==> src/source/readout_defs.svh <==
`ifndef READOUT_DEFS_SVH
`define READOUT_DEFS_SVH

// readout geometry
`define READOUT_NUM_BOARDS  2
`define READOUT_CHANNELS    4
`define READOUT_STEPS       3        // samples per channel per trigger
`define READOUT_OFFSET_W    14
`define READOUT_HEAD_DIFF   0        // pulled off every board offset at trigger
`define READOUT_QUEUE_DEPTH 8

// fixed IPv4/UDP header fields
`define IP_TTL  64
`define IP_LEN  60                   // 20 ip + 8 udp + 32 data
`define UDP_LEN 40                   // 8 udp + 32 data

`endif
==> src/source/readout_pkg.sv <==
`default_nettype none

`include "readout_defs.svh"

package readout_pkg;

	typedef logic [`READOUT_OFFSET_W-1:0] offset_t;
	typedef logic [0:0]                   board_t;
	typedef logic [1:0]                   channel_t;
	typedef logic [24:0]                  dram_addr_t;    // pad, board, channel, offset
	typedef logic [255:0]                 sample_word_t;
	typedef logic [223:0]                 header_t;       // 20 byte ip + 8 byte udp
	typedef logic [31:0]                  ip_addr_t;
	typedef logic [15:0]                  port_t;
	typedef logic [7:0]                   tx_byte_t;
	typedef logic [3:0]                   queue_cnt_t;

	typedef enum logic {
		GEN_IDLE,
		GEN_READING
	} gen_state_t;

	typedef enum logic [1:0] {
		FRAME_IDLE,
		FRAME_HEADER,
		FRAME_DATA
	} frame_state_t;

endpackage

`default_nettype wire

==> src/source/readout_top.sv <==
`default_nettype none

`include "readout_defs.svh"

module readout_top import readout_pkg::*; (
	input  logic                              clk,
	input  logic                              rst_n,
	input  logic                              trigger,
	input  offset_t [`READOUT_NUM_BOARDS-1:0] board_offsets,
	input  ip_addr_t                          src_ip,
	input  ip_addr_t                          dst_ip,
	input  port_t                             src_port,
	input  port_t                             dst_port,
	output logic                              dram_rd_en,
	output dram_addr_t                        dram_rd_addr,
	input  sample_word_t                      dram_rd_data,
	input  logic                              dram_rd_valid,
	output logic                              readout_busy,
	output tx_byte_t                          tx_data,
	output logic                              tx_valid,
	output logic                              tx_last
);

	logic         word_pop;
	logic         frame_start;
	logic         word_avail;
	sample_word_t q_word;
	queue_cnt_t   q_fill;       // watched by the checker
	header_t      header;

	readout_addr_gen u_addr_gen (
		.clk           (clk),
		.rst_n         (rst_n),
		.trigger       (trigger),
		.board_offsets (board_offsets),
		.credit_return (word_pop),
		.dram_rd_en    (dram_rd_en),
		.dram_rd_addr  (dram_rd_addr),
		.readout_busy  (readout_busy)
	);

	sample_queue u_queue (
		.clk        (clk),
		.rst_n      (rst_n),
		.push       (dram_rd_valid),
		.in_word    (dram_rd_data),
		.pop        (word_pop),
		.out_word   (q_word),
		.word_avail (word_avail),
		.fill       (q_fill)
	);

	udp_header_gen u_header (
		.clk         (clk),
		.rst_n       (rst_n),
		.frame_start (frame_start),
		.src_ip      (src_ip),
		.dst_ip      (dst_ip),
		.src_port    (src_port),
		.dst_port    (dst_port),
		.header      (header)
	);

	udp_byte_framer u_framer (
		.clk         (clk),
		.rst_n       (rst_n),
		.word_avail  (word_avail),
		.word_pop    (word_pop),
		.frame_start (frame_start),
		.word        (q_word),
		.header      (header),
		.tx_data     (tx_data),
		.tx_valid    (tx_valid),
		.tx_last     (tx_last)
	);

endmodule

`default_nettype wire

==> src/source/udp_byte_framer.sv <==
`default_nettype none

`include "readout_defs.svh"

module udp_byte_framer import readout_pkg::*; (
	input  logic         clk,
	input  logic         rst_n,
	input  logic         word_avail,
	output logic         word_pop,
	output logic         frame_start,
	input  sample_word_t word,
	input  header_t      header,
	output tx_byte_t     tx_data,
	output logic         tx_valid,
	output logic         tx_last
);

	localparam int HDR_BYTES = $bits(header_t) / 8;
	localparam int PKT_BYTES = `IP_LEN;

	frame_state_t state;
	logic [5:0]   byte_cnt;     // bytes already sent in this packet
	header_t      hdr_sr;
	sample_word_t data_sr;

	assign word_pop    = (state == FRAME_IDLE) && word_avail;
	assign frame_start = word_pop;

	//////////////////////////////
	// packet FSM
	always_ff @(posedge clk) begin
		if (!rst_n) begin
			state    <= FRAME_IDLE;
			byte_cnt <= '0;
			tx_valid <= 1'b0;
			tx_last  <= 1'b0;
		end else begin
			case (state)
				FRAME_IDLE: begin
					tx_valid <= 1'b0;
					tx_last  <= 1'b0;
					if (word_pop) begin
						state    <= FRAME_HEADER;
						byte_cnt <= '0;
					end
				end
				FRAME_HEADER: begin
					tx_valid <= 1'b1;
					byte_cnt <= byte_cnt + 1'b1;
					if (byte_cnt == 6'(HDR_BYTES - 1))
						state <= FRAME_DATA;
				end
				FRAME_DATA: begin
					byte_cnt <= byte_cnt + 1'b1;
					if (byte_cnt == 6'(PKT_BYTES - 1)) begin
						tx_last <= 1'b1;
						state   <= FRAME_IDLE;
					end
				end
				default: state <= FRAME_IDLE;
			endcase
		end
	end

	// byte shifters, msb first
	always_ff @(posedge clk) begin
		case (state)
			FRAME_HEADER: begin
				if (byte_cnt == '0) begin
					tx_data <= header[$bits(header_t)-1 -: 8];   // queue word and header now valid
					hdr_sr  <= header << 8;
					data_sr <= word;
				end else begin
					tx_data <= hdr_sr[$bits(header_t)-1 -: 8];
					hdr_sr  <= hdr_sr << 8;
				end
			end
			FRAME_DATA: begin
				tx_data <= data_sr[$bits(sample_word_t)-1 -: 8];
				data_sr <= data_sr << 8;
			end
			default: tx_data <= tx_data;
		endcase
	end

endmodule

`default_nettype wire

==> src/source/udp_header_gen.sv <==
`default_nettype none

`include "readout_defs.svh"

module udp_header_gen import readout_pkg::*; (
	input  logic     clk,
	input  logic     rst_n,
	input  logic     frame_start,
	input  ip_addr_t src_ip,
	input  ip_addr_t dst_ip,
	input  port_t    src_port,
	input  port_t    dst_port,
	output header_t  header
);

	localparam logic [15:0] VER_IHL_TOS = 16'h4500;  // ipv4, 5 words, dscp/ecn 0
	localparam logic [15:0] FLAGS_FRAG  = 16'h4000;  // don't fragment, offset 0
	localparam logic [7:0]  IP_PROTO    = 8'd17;     // udp

	logic [15:0] ident;
	logic [19:0] sum;
	logic [16:0] fold;
	logic [15:0] csum;

	// ones' complement sum over the ten header words, checksum word as zero
	always_comb begin
		sum = 20'(VER_IHL_TOS) + 20'(16'(`IP_LEN)) + 20'(ident) + 20'(FLAGS_FRAG)
			+ 20'({8'(`IP_TTL), IP_PROTO})
			+ 20'(src_ip[31:16]) + 20'(src_ip[15:0])
			+ 20'(dst_ip[31:16]) + 20'(dst_ip[15:0]);
		fold = 17'(sum[15:0]) + 17'(sum[19:16]);
		csum = ~(fold[15:0] + 16'(fold[16]));   // second fold catches the carry
	end

	always_ff @(posedge clk) begin
		if (!rst_n)
			ident <= '0;
		else if (frame_start)
			ident <= ident + 1'b1;
	end

	always_ff @(posedge clk) begin
		if (frame_start)
			header <= {VER_IHL_TOS, 16'(`IP_LEN), ident, FLAGS_FRAG,
				8'(`IP_TTL), IP_PROTO, csum, src_ip, dst_ip,
				src_port, dst_port, 16'(`UDP_LEN), 16'h0000};   // udp checksum unused
	end

endmodule

`default_nettype wire

==> src/source/sample_queue.sv <==
`default_nettype none

`include "readout_defs.svh"

module sample_queue import readout_pkg::*; (
	input  logic         clk,
	input  logic         rst_n,
	input  logic         push,
	input  sample_word_t in_word,
	input  logic         pop,
	output sample_word_t out_word,
	output logic         word_avail,
	output queue_cnt_t   fill
);

	localparam int DEPTH = `READOUT_QUEUE_DEPTH;
	localparam int PTR_W = $clog2(DEPTH);

	sample_word_t     mem [DEPTH];
	logic [PTR_W-1:0] wr_ptr;
	logic [PTR_W-1:0] rd_ptr;

	assign word_avail = fill != '0;

	// storage and registered read port
	always_ff @(posedge clk) begin
		if (push)
			mem[wr_ptr] <= in_word;
		if (pop)
			out_word <= mem[rd_ptr];      // valid the cycle after pop
	end

	//////////////////////////////
	// pointers and fill level
	always_ff @(posedge clk) begin
		if (!rst_n) begin
			wr_ptr <= '0;
			rd_ptr <= '0;
			fill   <= '0;
		end else begin
			if (push)
				wr_ptr <= (wr_ptr == PTR_W'(DEPTH - 1)) ? '0 : wr_ptr + 1'b1;
			if (pop)
				rd_ptr <= (rd_ptr == PTR_W'(DEPTH - 1)) ? '0 : rd_ptr + 1'b1;
			case ({push, pop})
				2'b10:   fill <= fill + 1'b1;
				2'b01:   fill <= fill - 1'b1;
				default: fill <= fill;   // idle or push and pop together
			endcase
		end
	end

endmodule

`default_nettype wire

==> src/source/readout_addr_gen.sv <==
`default_nettype none

`include "readout_defs.svh"

module readout_addr_gen import readout_pkg::*; (
	input  logic                              clk,
	input  logic                              rst_n,
	input  logic                              trigger,
	input  offset_t [`READOUT_NUM_BOARDS-1:0] board_offsets,
	input  logic                              credit_return,
	output logic                              dram_rd_en,
	output dram_addr_t                        dram_rd_addr,
	output logic                              readout_busy
);

	localparam int TOTAL = `READOUT_NUM_BOARDS * `READOUT_CHANNELS * `READOUT_STEPS;
	localparam int CNT_W = $clog2(TOTAL + 1);
	localparam int PAD_W = $bits(dram_addr_t) - $bits(board_t) - $bits(channel_t)
		- $bits(offset_t);

	gen_state_t       state;
	board_t           board_sel;
	channel_t         chan_sel;
	offset_t          lat_offset [`READOUT_NUM_BOARDS];
	logic [CNT_W-1:0] req_cnt;      // requests issued this trigger
	logic [CNT_W-1:0] pending;      // words not yet popped by the framer
	queue_cnt_t       credits;
	logic             start;
	logic             chan_last;
	logic             board_last;

	assign start      = (state == GEN_IDLE) && trigger && !readout_busy;
	assign chan_last  = chan_sel == channel_t'(`READOUT_CHANNELS - 1);
	assign board_last = board_sel == board_t'(`READOUT_NUM_BOARDS - 1);

	// one request per cycle while the queue has room for the answer
	assign dram_rd_en   = (state == GEN_READING) && (credits != '0);
	assign dram_rd_addr = {{PAD_W{1'b0}}, board_sel, chan_sel, lat_offset[board_sel]};

	//////////////////////////////
	// sequencing: channel fastest, then board, then step
	always_ff @(posedge clk) begin
		if (!rst_n) begin
			state     <= GEN_IDLE;
			board_sel <= '0;
			chan_sel  <= '0;
			req_cnt   <= '0;
		end else if (start) begin
			state     <= GEN_READING;
			board_sel <= '0;
			chan_sel  <= '0;
			req_cnt   <= '0;
		end else if (dram_rd_en) begin
			req_cnt  <= req_cnt + 1'b1;
			chan_sel <= chan_last ? '0 : chan_sel + 1'b1;
			if (chan_last)
				board_sel <= board_last ? '0 : board_sel + 1'b1;
			if (req_cnt == CNT_W'(TOTAL - 1))
				state <= GEN_IDLE;          // last request issued
		end
	end

	always_ff @(posedge clk) begin
		if (start) begin
			for (int b = 0; b < `READOUT_NUM_BOARDS; b++)
				lat_offset[b] <= board_offsets[b] - offset_t'(`READOUT_HEAD_DIFF);
		end else if (dram_rd_en && chan_last && board_last) begin
			for (int b = 0; b < `READOUT_NUM_BOARDS; b++)
				lat_offset[b] <= lat_offset[b] + 1'b1;   // next sample step
		end
	end

	//////////////////////////////
	// flow control and busy tracking
	always_ff @(posedge clk) begin
		if (!rst_n) begin
			credits      <= queue_cnt_t'(`READOUT_QUEUE_DEPTH);
			pending      <= '0;
			readout_busy <= 1'b0;
		end else begin
			case ({dram_rd_en, credit_return})
				2'b10:   credits <= credits - 1'b1;
				2'b01:   credits <= credits + 1'b1;
				default: credits <= credits;
			endcase
			if (start) begin
				pending      <= CNT_W'(TOTAL);
				readout_busy <= 1'b1;
			end else if (credit_return) begin
				pending <= pending - 1'b1;
				if (pending == CNT_W'(1))
					readout_busy <= 1'b0;   // final word handed to the framer
			end
		end
	end

endmodule

`default_nettype wire

==> config.mk <==
export PLATFORM = sky130hd
export DESIGN_NAME = readout_top
export DESIGN_NICKNAME = d
export VERILOG_FILES = /design/src/source/readout_pkg.sv /design/src/source/readout_top.sv /design/src/source/udp_byte_framer.sv /design/src/source/udp_header_gen.sv /design/src/source/sample_queue.sv /design/src/source/readout_addr_gen.sv
export VERILOG_INCLUDE_DIRS = /design/src /design/src/source
export SDC_FILE = /design/constraint.sdc
export NUM_CORES = 2
export LEC_CHECK = 0
export ABC_AREA = 1
export BUFFER_PORTS_ARGS = -buffer_cell sky130_fd_sc_hd__buf_2
export CAP_MARGIN = 25
export CORE_ASPECT_RATIO = 1.5
export CORE_MARGIN = 4
export CORE_UTILIZATION = 40
export DETAILED_ROUTE_END_ITERATION = 8
export SLEW_MARGIN = 15
export SYNTH_ARGS = -nofsm -noshare
export SYNTH_HDL_FRONTEND = slang
export SYNTH_HIERARCHICAL = 1
export SYNTH_SLANG_ARGS = --single-unit
export TNS_END_PERCENT = 20
==> constraint.sdc <==
create_clock -name clk -period 32.3 [get_ports clk]
set_input_delay 1.615 -clock clk [delete_from_list [all_inputs] [get_ports clk]]
set_output_delay 1.615 -clock clk [all_outputs]
set_load 0.05 [all_outputs]
==> impl_results.md <==
* Run status: finished, final reports clean
* Pwr dens at 87.89 nW/um^2
* Worst Clk Skew at 0.04708 ns
* Cell at the root of the clock tree: clkbuf_16
* Total I/O pin count at 421
* Cell count after synthesis at 9,057
* Number of buffers between clock root and the deepest sink at 4
* Share of Yosys cell area claimed by the top area cell type at 73.38%
* Die Span Y at 679.7 um
* Overall die width at 455.8 um
* Top flip-flop cell by instance count after synthesis: edfxtp_1
* Clk Latency, worst-skew pair at 0.86 ns
* Post-route clock period utilization at 24.53%
* Number of vias per cell at 5.158
* Proportion of synthesized chip area in sequential cells at 74.31%
* Area Overhead vs Synth at 12.33%
* 1st-iter DRT viols at 5,320
* CP max-delay cell: fa_1
* Number of vias in the routed layout at 70,330
* Maximum fanout encountered on the critical timing path at 4
* Total of endpoints with negative setup slack in the final report at 0
* Row count at 246
* Number of levels in the clock H-tree at 5
* Relative slew slack at 18.86%
* Required time of the critical path at 32.90 ns
* ANT nets after route at 0
* Clock net sink count at 2,996
* Post-cts repair resize count at 0
* Routed WL per cell at 21.95 um
* Highest-count cells in the layout ignoring fill and taps: edfxtp_1, nand2_1, nor2_1
* Most Frequent Cell on Critical Path: nand2_1
* Sum of net half-perimeters after detailed placement at 166,500 um
* Pre-antenna DRT Iters at 6
* Synth async-reset ratio at 0%
* Crit end category: register
* Critical Path AT at 8.52 ns
* Overall track demand over capacity in global routing at 18.76%
* Startpoint kind of the worst setup timing path: input port
* Setup TNS Final at 0 ns
* CTS Hold Buffers Added at 0
* Final net count at 9,896
* Dominant cells by area after synthesis: edfxtp_1, nand2_1, o21ai_0, nor2_1, mux2i_1
* Initial core utilization at 40.18%
* Vias in the first global route at 70,760
* Synth Area per Inst at 13.28 sq um
* Fmax at 0.1262 GHz
* Number of warning messages in the yosys log at 6
* Layout Utilization at 45.13%
* Filler Cell Count at 26,510
* Setup Fix Bufs, Post-CTS at 0
* Count of input and output buffers at 412
* Measured slew at the worst slew-check pin at 1.217 ns
* Number of max-cap violations at 0
* Die Footprint at 309,800 sq um
* Initial antenna violation count at 143
* Clock edge transition at the registers on the reported setup and hold paths at 0.06 ns
* Number of endpoints with negative hold slack in the final report at 0
* Fraction of layout cells with a size suffix above 1 at 11.02%
* Number of synthesized flops with an enable pin at 2,940
* Global-route wire length before repair at 445,700 um
* Number of distinct standard cells referenced by the synthesized netlist at 47
* Placer Congestion at 0.8630
* Peak supply drop at 0.06904 mV
* Post-synth design cell area at 120,300 sq um
* Global route total overflow at 0
* Unrepaired setup endpoints after global routing: no
* Final period demand of the worst path at 7.922 ns
* TritonCTS clock tree: built
* Max-slew violation count at 0
* Post-route DRC violation count at 0
* Floorplan Core Area at 299,500 sq um
* Largest stage delay on the critical path at 0.53 ns
* Worst min-delay path class: reg -> reg
* Aggregate routed wire length at 299,300 um
* Standby leakage power at 47.92 nW
* Pin count of the biggest net entering global routing at 241
* Cell type with the largest total area after synthesis: edfxtp_1
* Commonest non-fill, non-tap cell in the layout: edfxtp_1
* Total of flip-flops plus latches after synthesis at 2,996
* Worst setup path category: in -> reg
* Total CTS buffers at 299
==> sequential cells by signal, summed over array words and instances, names as in the netlist, 2 cells and up, named ones only <==
name	count
u_queue/out_word	256
u_header/header	128
u_queue/wr_ptr	3
u_addr_gen/req_cnt	5
u_framer/hdr_sr	216
u_addr_gen/credits	4
u_queue/rd_ptr	3
u_addr_gen/pending	5
u_queue/fill	4
u_framer/data_sr	256
u_addr_gen/lat_offset	28
u_framer/state	2
u_header/ident	16
u_queue/mem	2048
u_framer/tx_data	8
u_addr_gen/chan_sel	2
u_framer/byte_cnt	6
==> cell families (layout without fill, tap and decap cells) <==
| family | after synthesis | count (layout) | share of synthesized area (%) |
|---|---|---|---|
| simple gates | 3157 | 3157 | 10.20 |
| flops | 2996 | 2996 | 74.31 |
| compound gates | 1415 | 1415 | 6.188 |
| buf+inv | 885 | 1345 | 3.563 |
| mux | 466 | 466 | 4.095 |
| fa+ha+maj | 110 | 110 | 1.456 |
| xor+xnor | 25 | 25 | 0.1820 |
| other cells | 3 | 155 | 0.009358 |
==> path summary, 6_finish.rpt <==
| path | start | end | slack (ns) | cells after the start |
|---|---|---|---|---|
| worst max-delay path | dst_ip[2] | u_header/header[142]$_DFFE_PP_ | 24.38 | 41 |
| worst min-delay path | u_framer/tx_valid$_SDFFE_PN0P_ | u_framer/tx_valid$_SDFFE_PN0P_ | 0.47 | 2 |
| worst max register to register | u_header/ident[2]$_SDFFE_PN0P_ | u_header/header[142]$_DFFE_PP_ | 24.81 | 40 |
| worst min register to register | u_framer/tx_valid$_SDFFE_PN0P_ | u_framer/tx_valid$_SDFFE_PN0P_ | 0.47 | 2 |
==> report_power, final <==
group          switching (mW)  total [mW]  internal [mW]
clock                    1.45        3.35           1.91
sequential              0.259        5.51           5.25
combinational            2.13        3.02          0.883
==> area by class of cell <==
cell class | count | area (sq um) | area share [%]
Antenna cell | 51 | 127.6 | 0.09443
Clock buffer | 368 | 7890 | 5.838
Clock inverter | 149 | 1376 | 1.018
Inverter | 316 | 1216 | 0.8999
Multi-Input combinational cell | 5277 | 27110 | 20.06
Sequential cell | 2996 | 89420 | 66.16
Tap cell | 3968 | 4965 | 3.673
Timing Repair Buffer | 512 | 3048 | 2.255
==> through the flow <==
stage / hold WS [ns] / power, mW / cell area (sq um) / instances / worst slack [ns]
2_1_floorplan: 0.4531 / 7.771 / 120700 / 9158 / 6.879
3_3_place_gp: 0.4524 / 8.568 / 125700 / 13070 / 23.59
3_5_place_dp: 0.4585 / 8.642 / 125700 / 13070 / 23.57
4_1_cts: 0.4695 / 12.04 / 135000 / 13580 / 24.49
5_1_grt: 0.5085 / 12.56 / 135100 / 13610 / 23.81
6_report: 0.4657 / 11.88 / 135200 / 13640 / 24.38
==> critical path, delay by kind of cell <==
kind                       cells  cell delay (ns)
and+or+nand+nor               26             3.05
adders and majority gates      8             3.04
buffers and inverters          5             0.45
AOI/OAI and AO/OA              1             0.21
xor gates and xnor gates       1             0.16
==> layer usage <==
layer	routed length [um]	vias to the layer above	GRT usage [%]	share of wire (%)
li1	-	32690	-	-
met1	119200	35030	22.86	40
met2	153100	1918	33.45	51
met3	17610	617	3.570	5.9
met4	8886	78	6.130	3.0
met5	504	-	0	0.17
==> synthesized netlist by cell type (all sizes together), types with 12 or more instances <==
cell type,count
o21ai,1097
nand2,1853
o22ai,256
edfxtp,2940
mux2,210
a21oi,56
nand4,27
nor2,1161
mux2i,256
clkbuf,246
xor2,14
nand3,96
inv,314
dfxtp,56
ha,60
fa,50
buf,323
nor3,12
(Power assumes the default switching activity.)
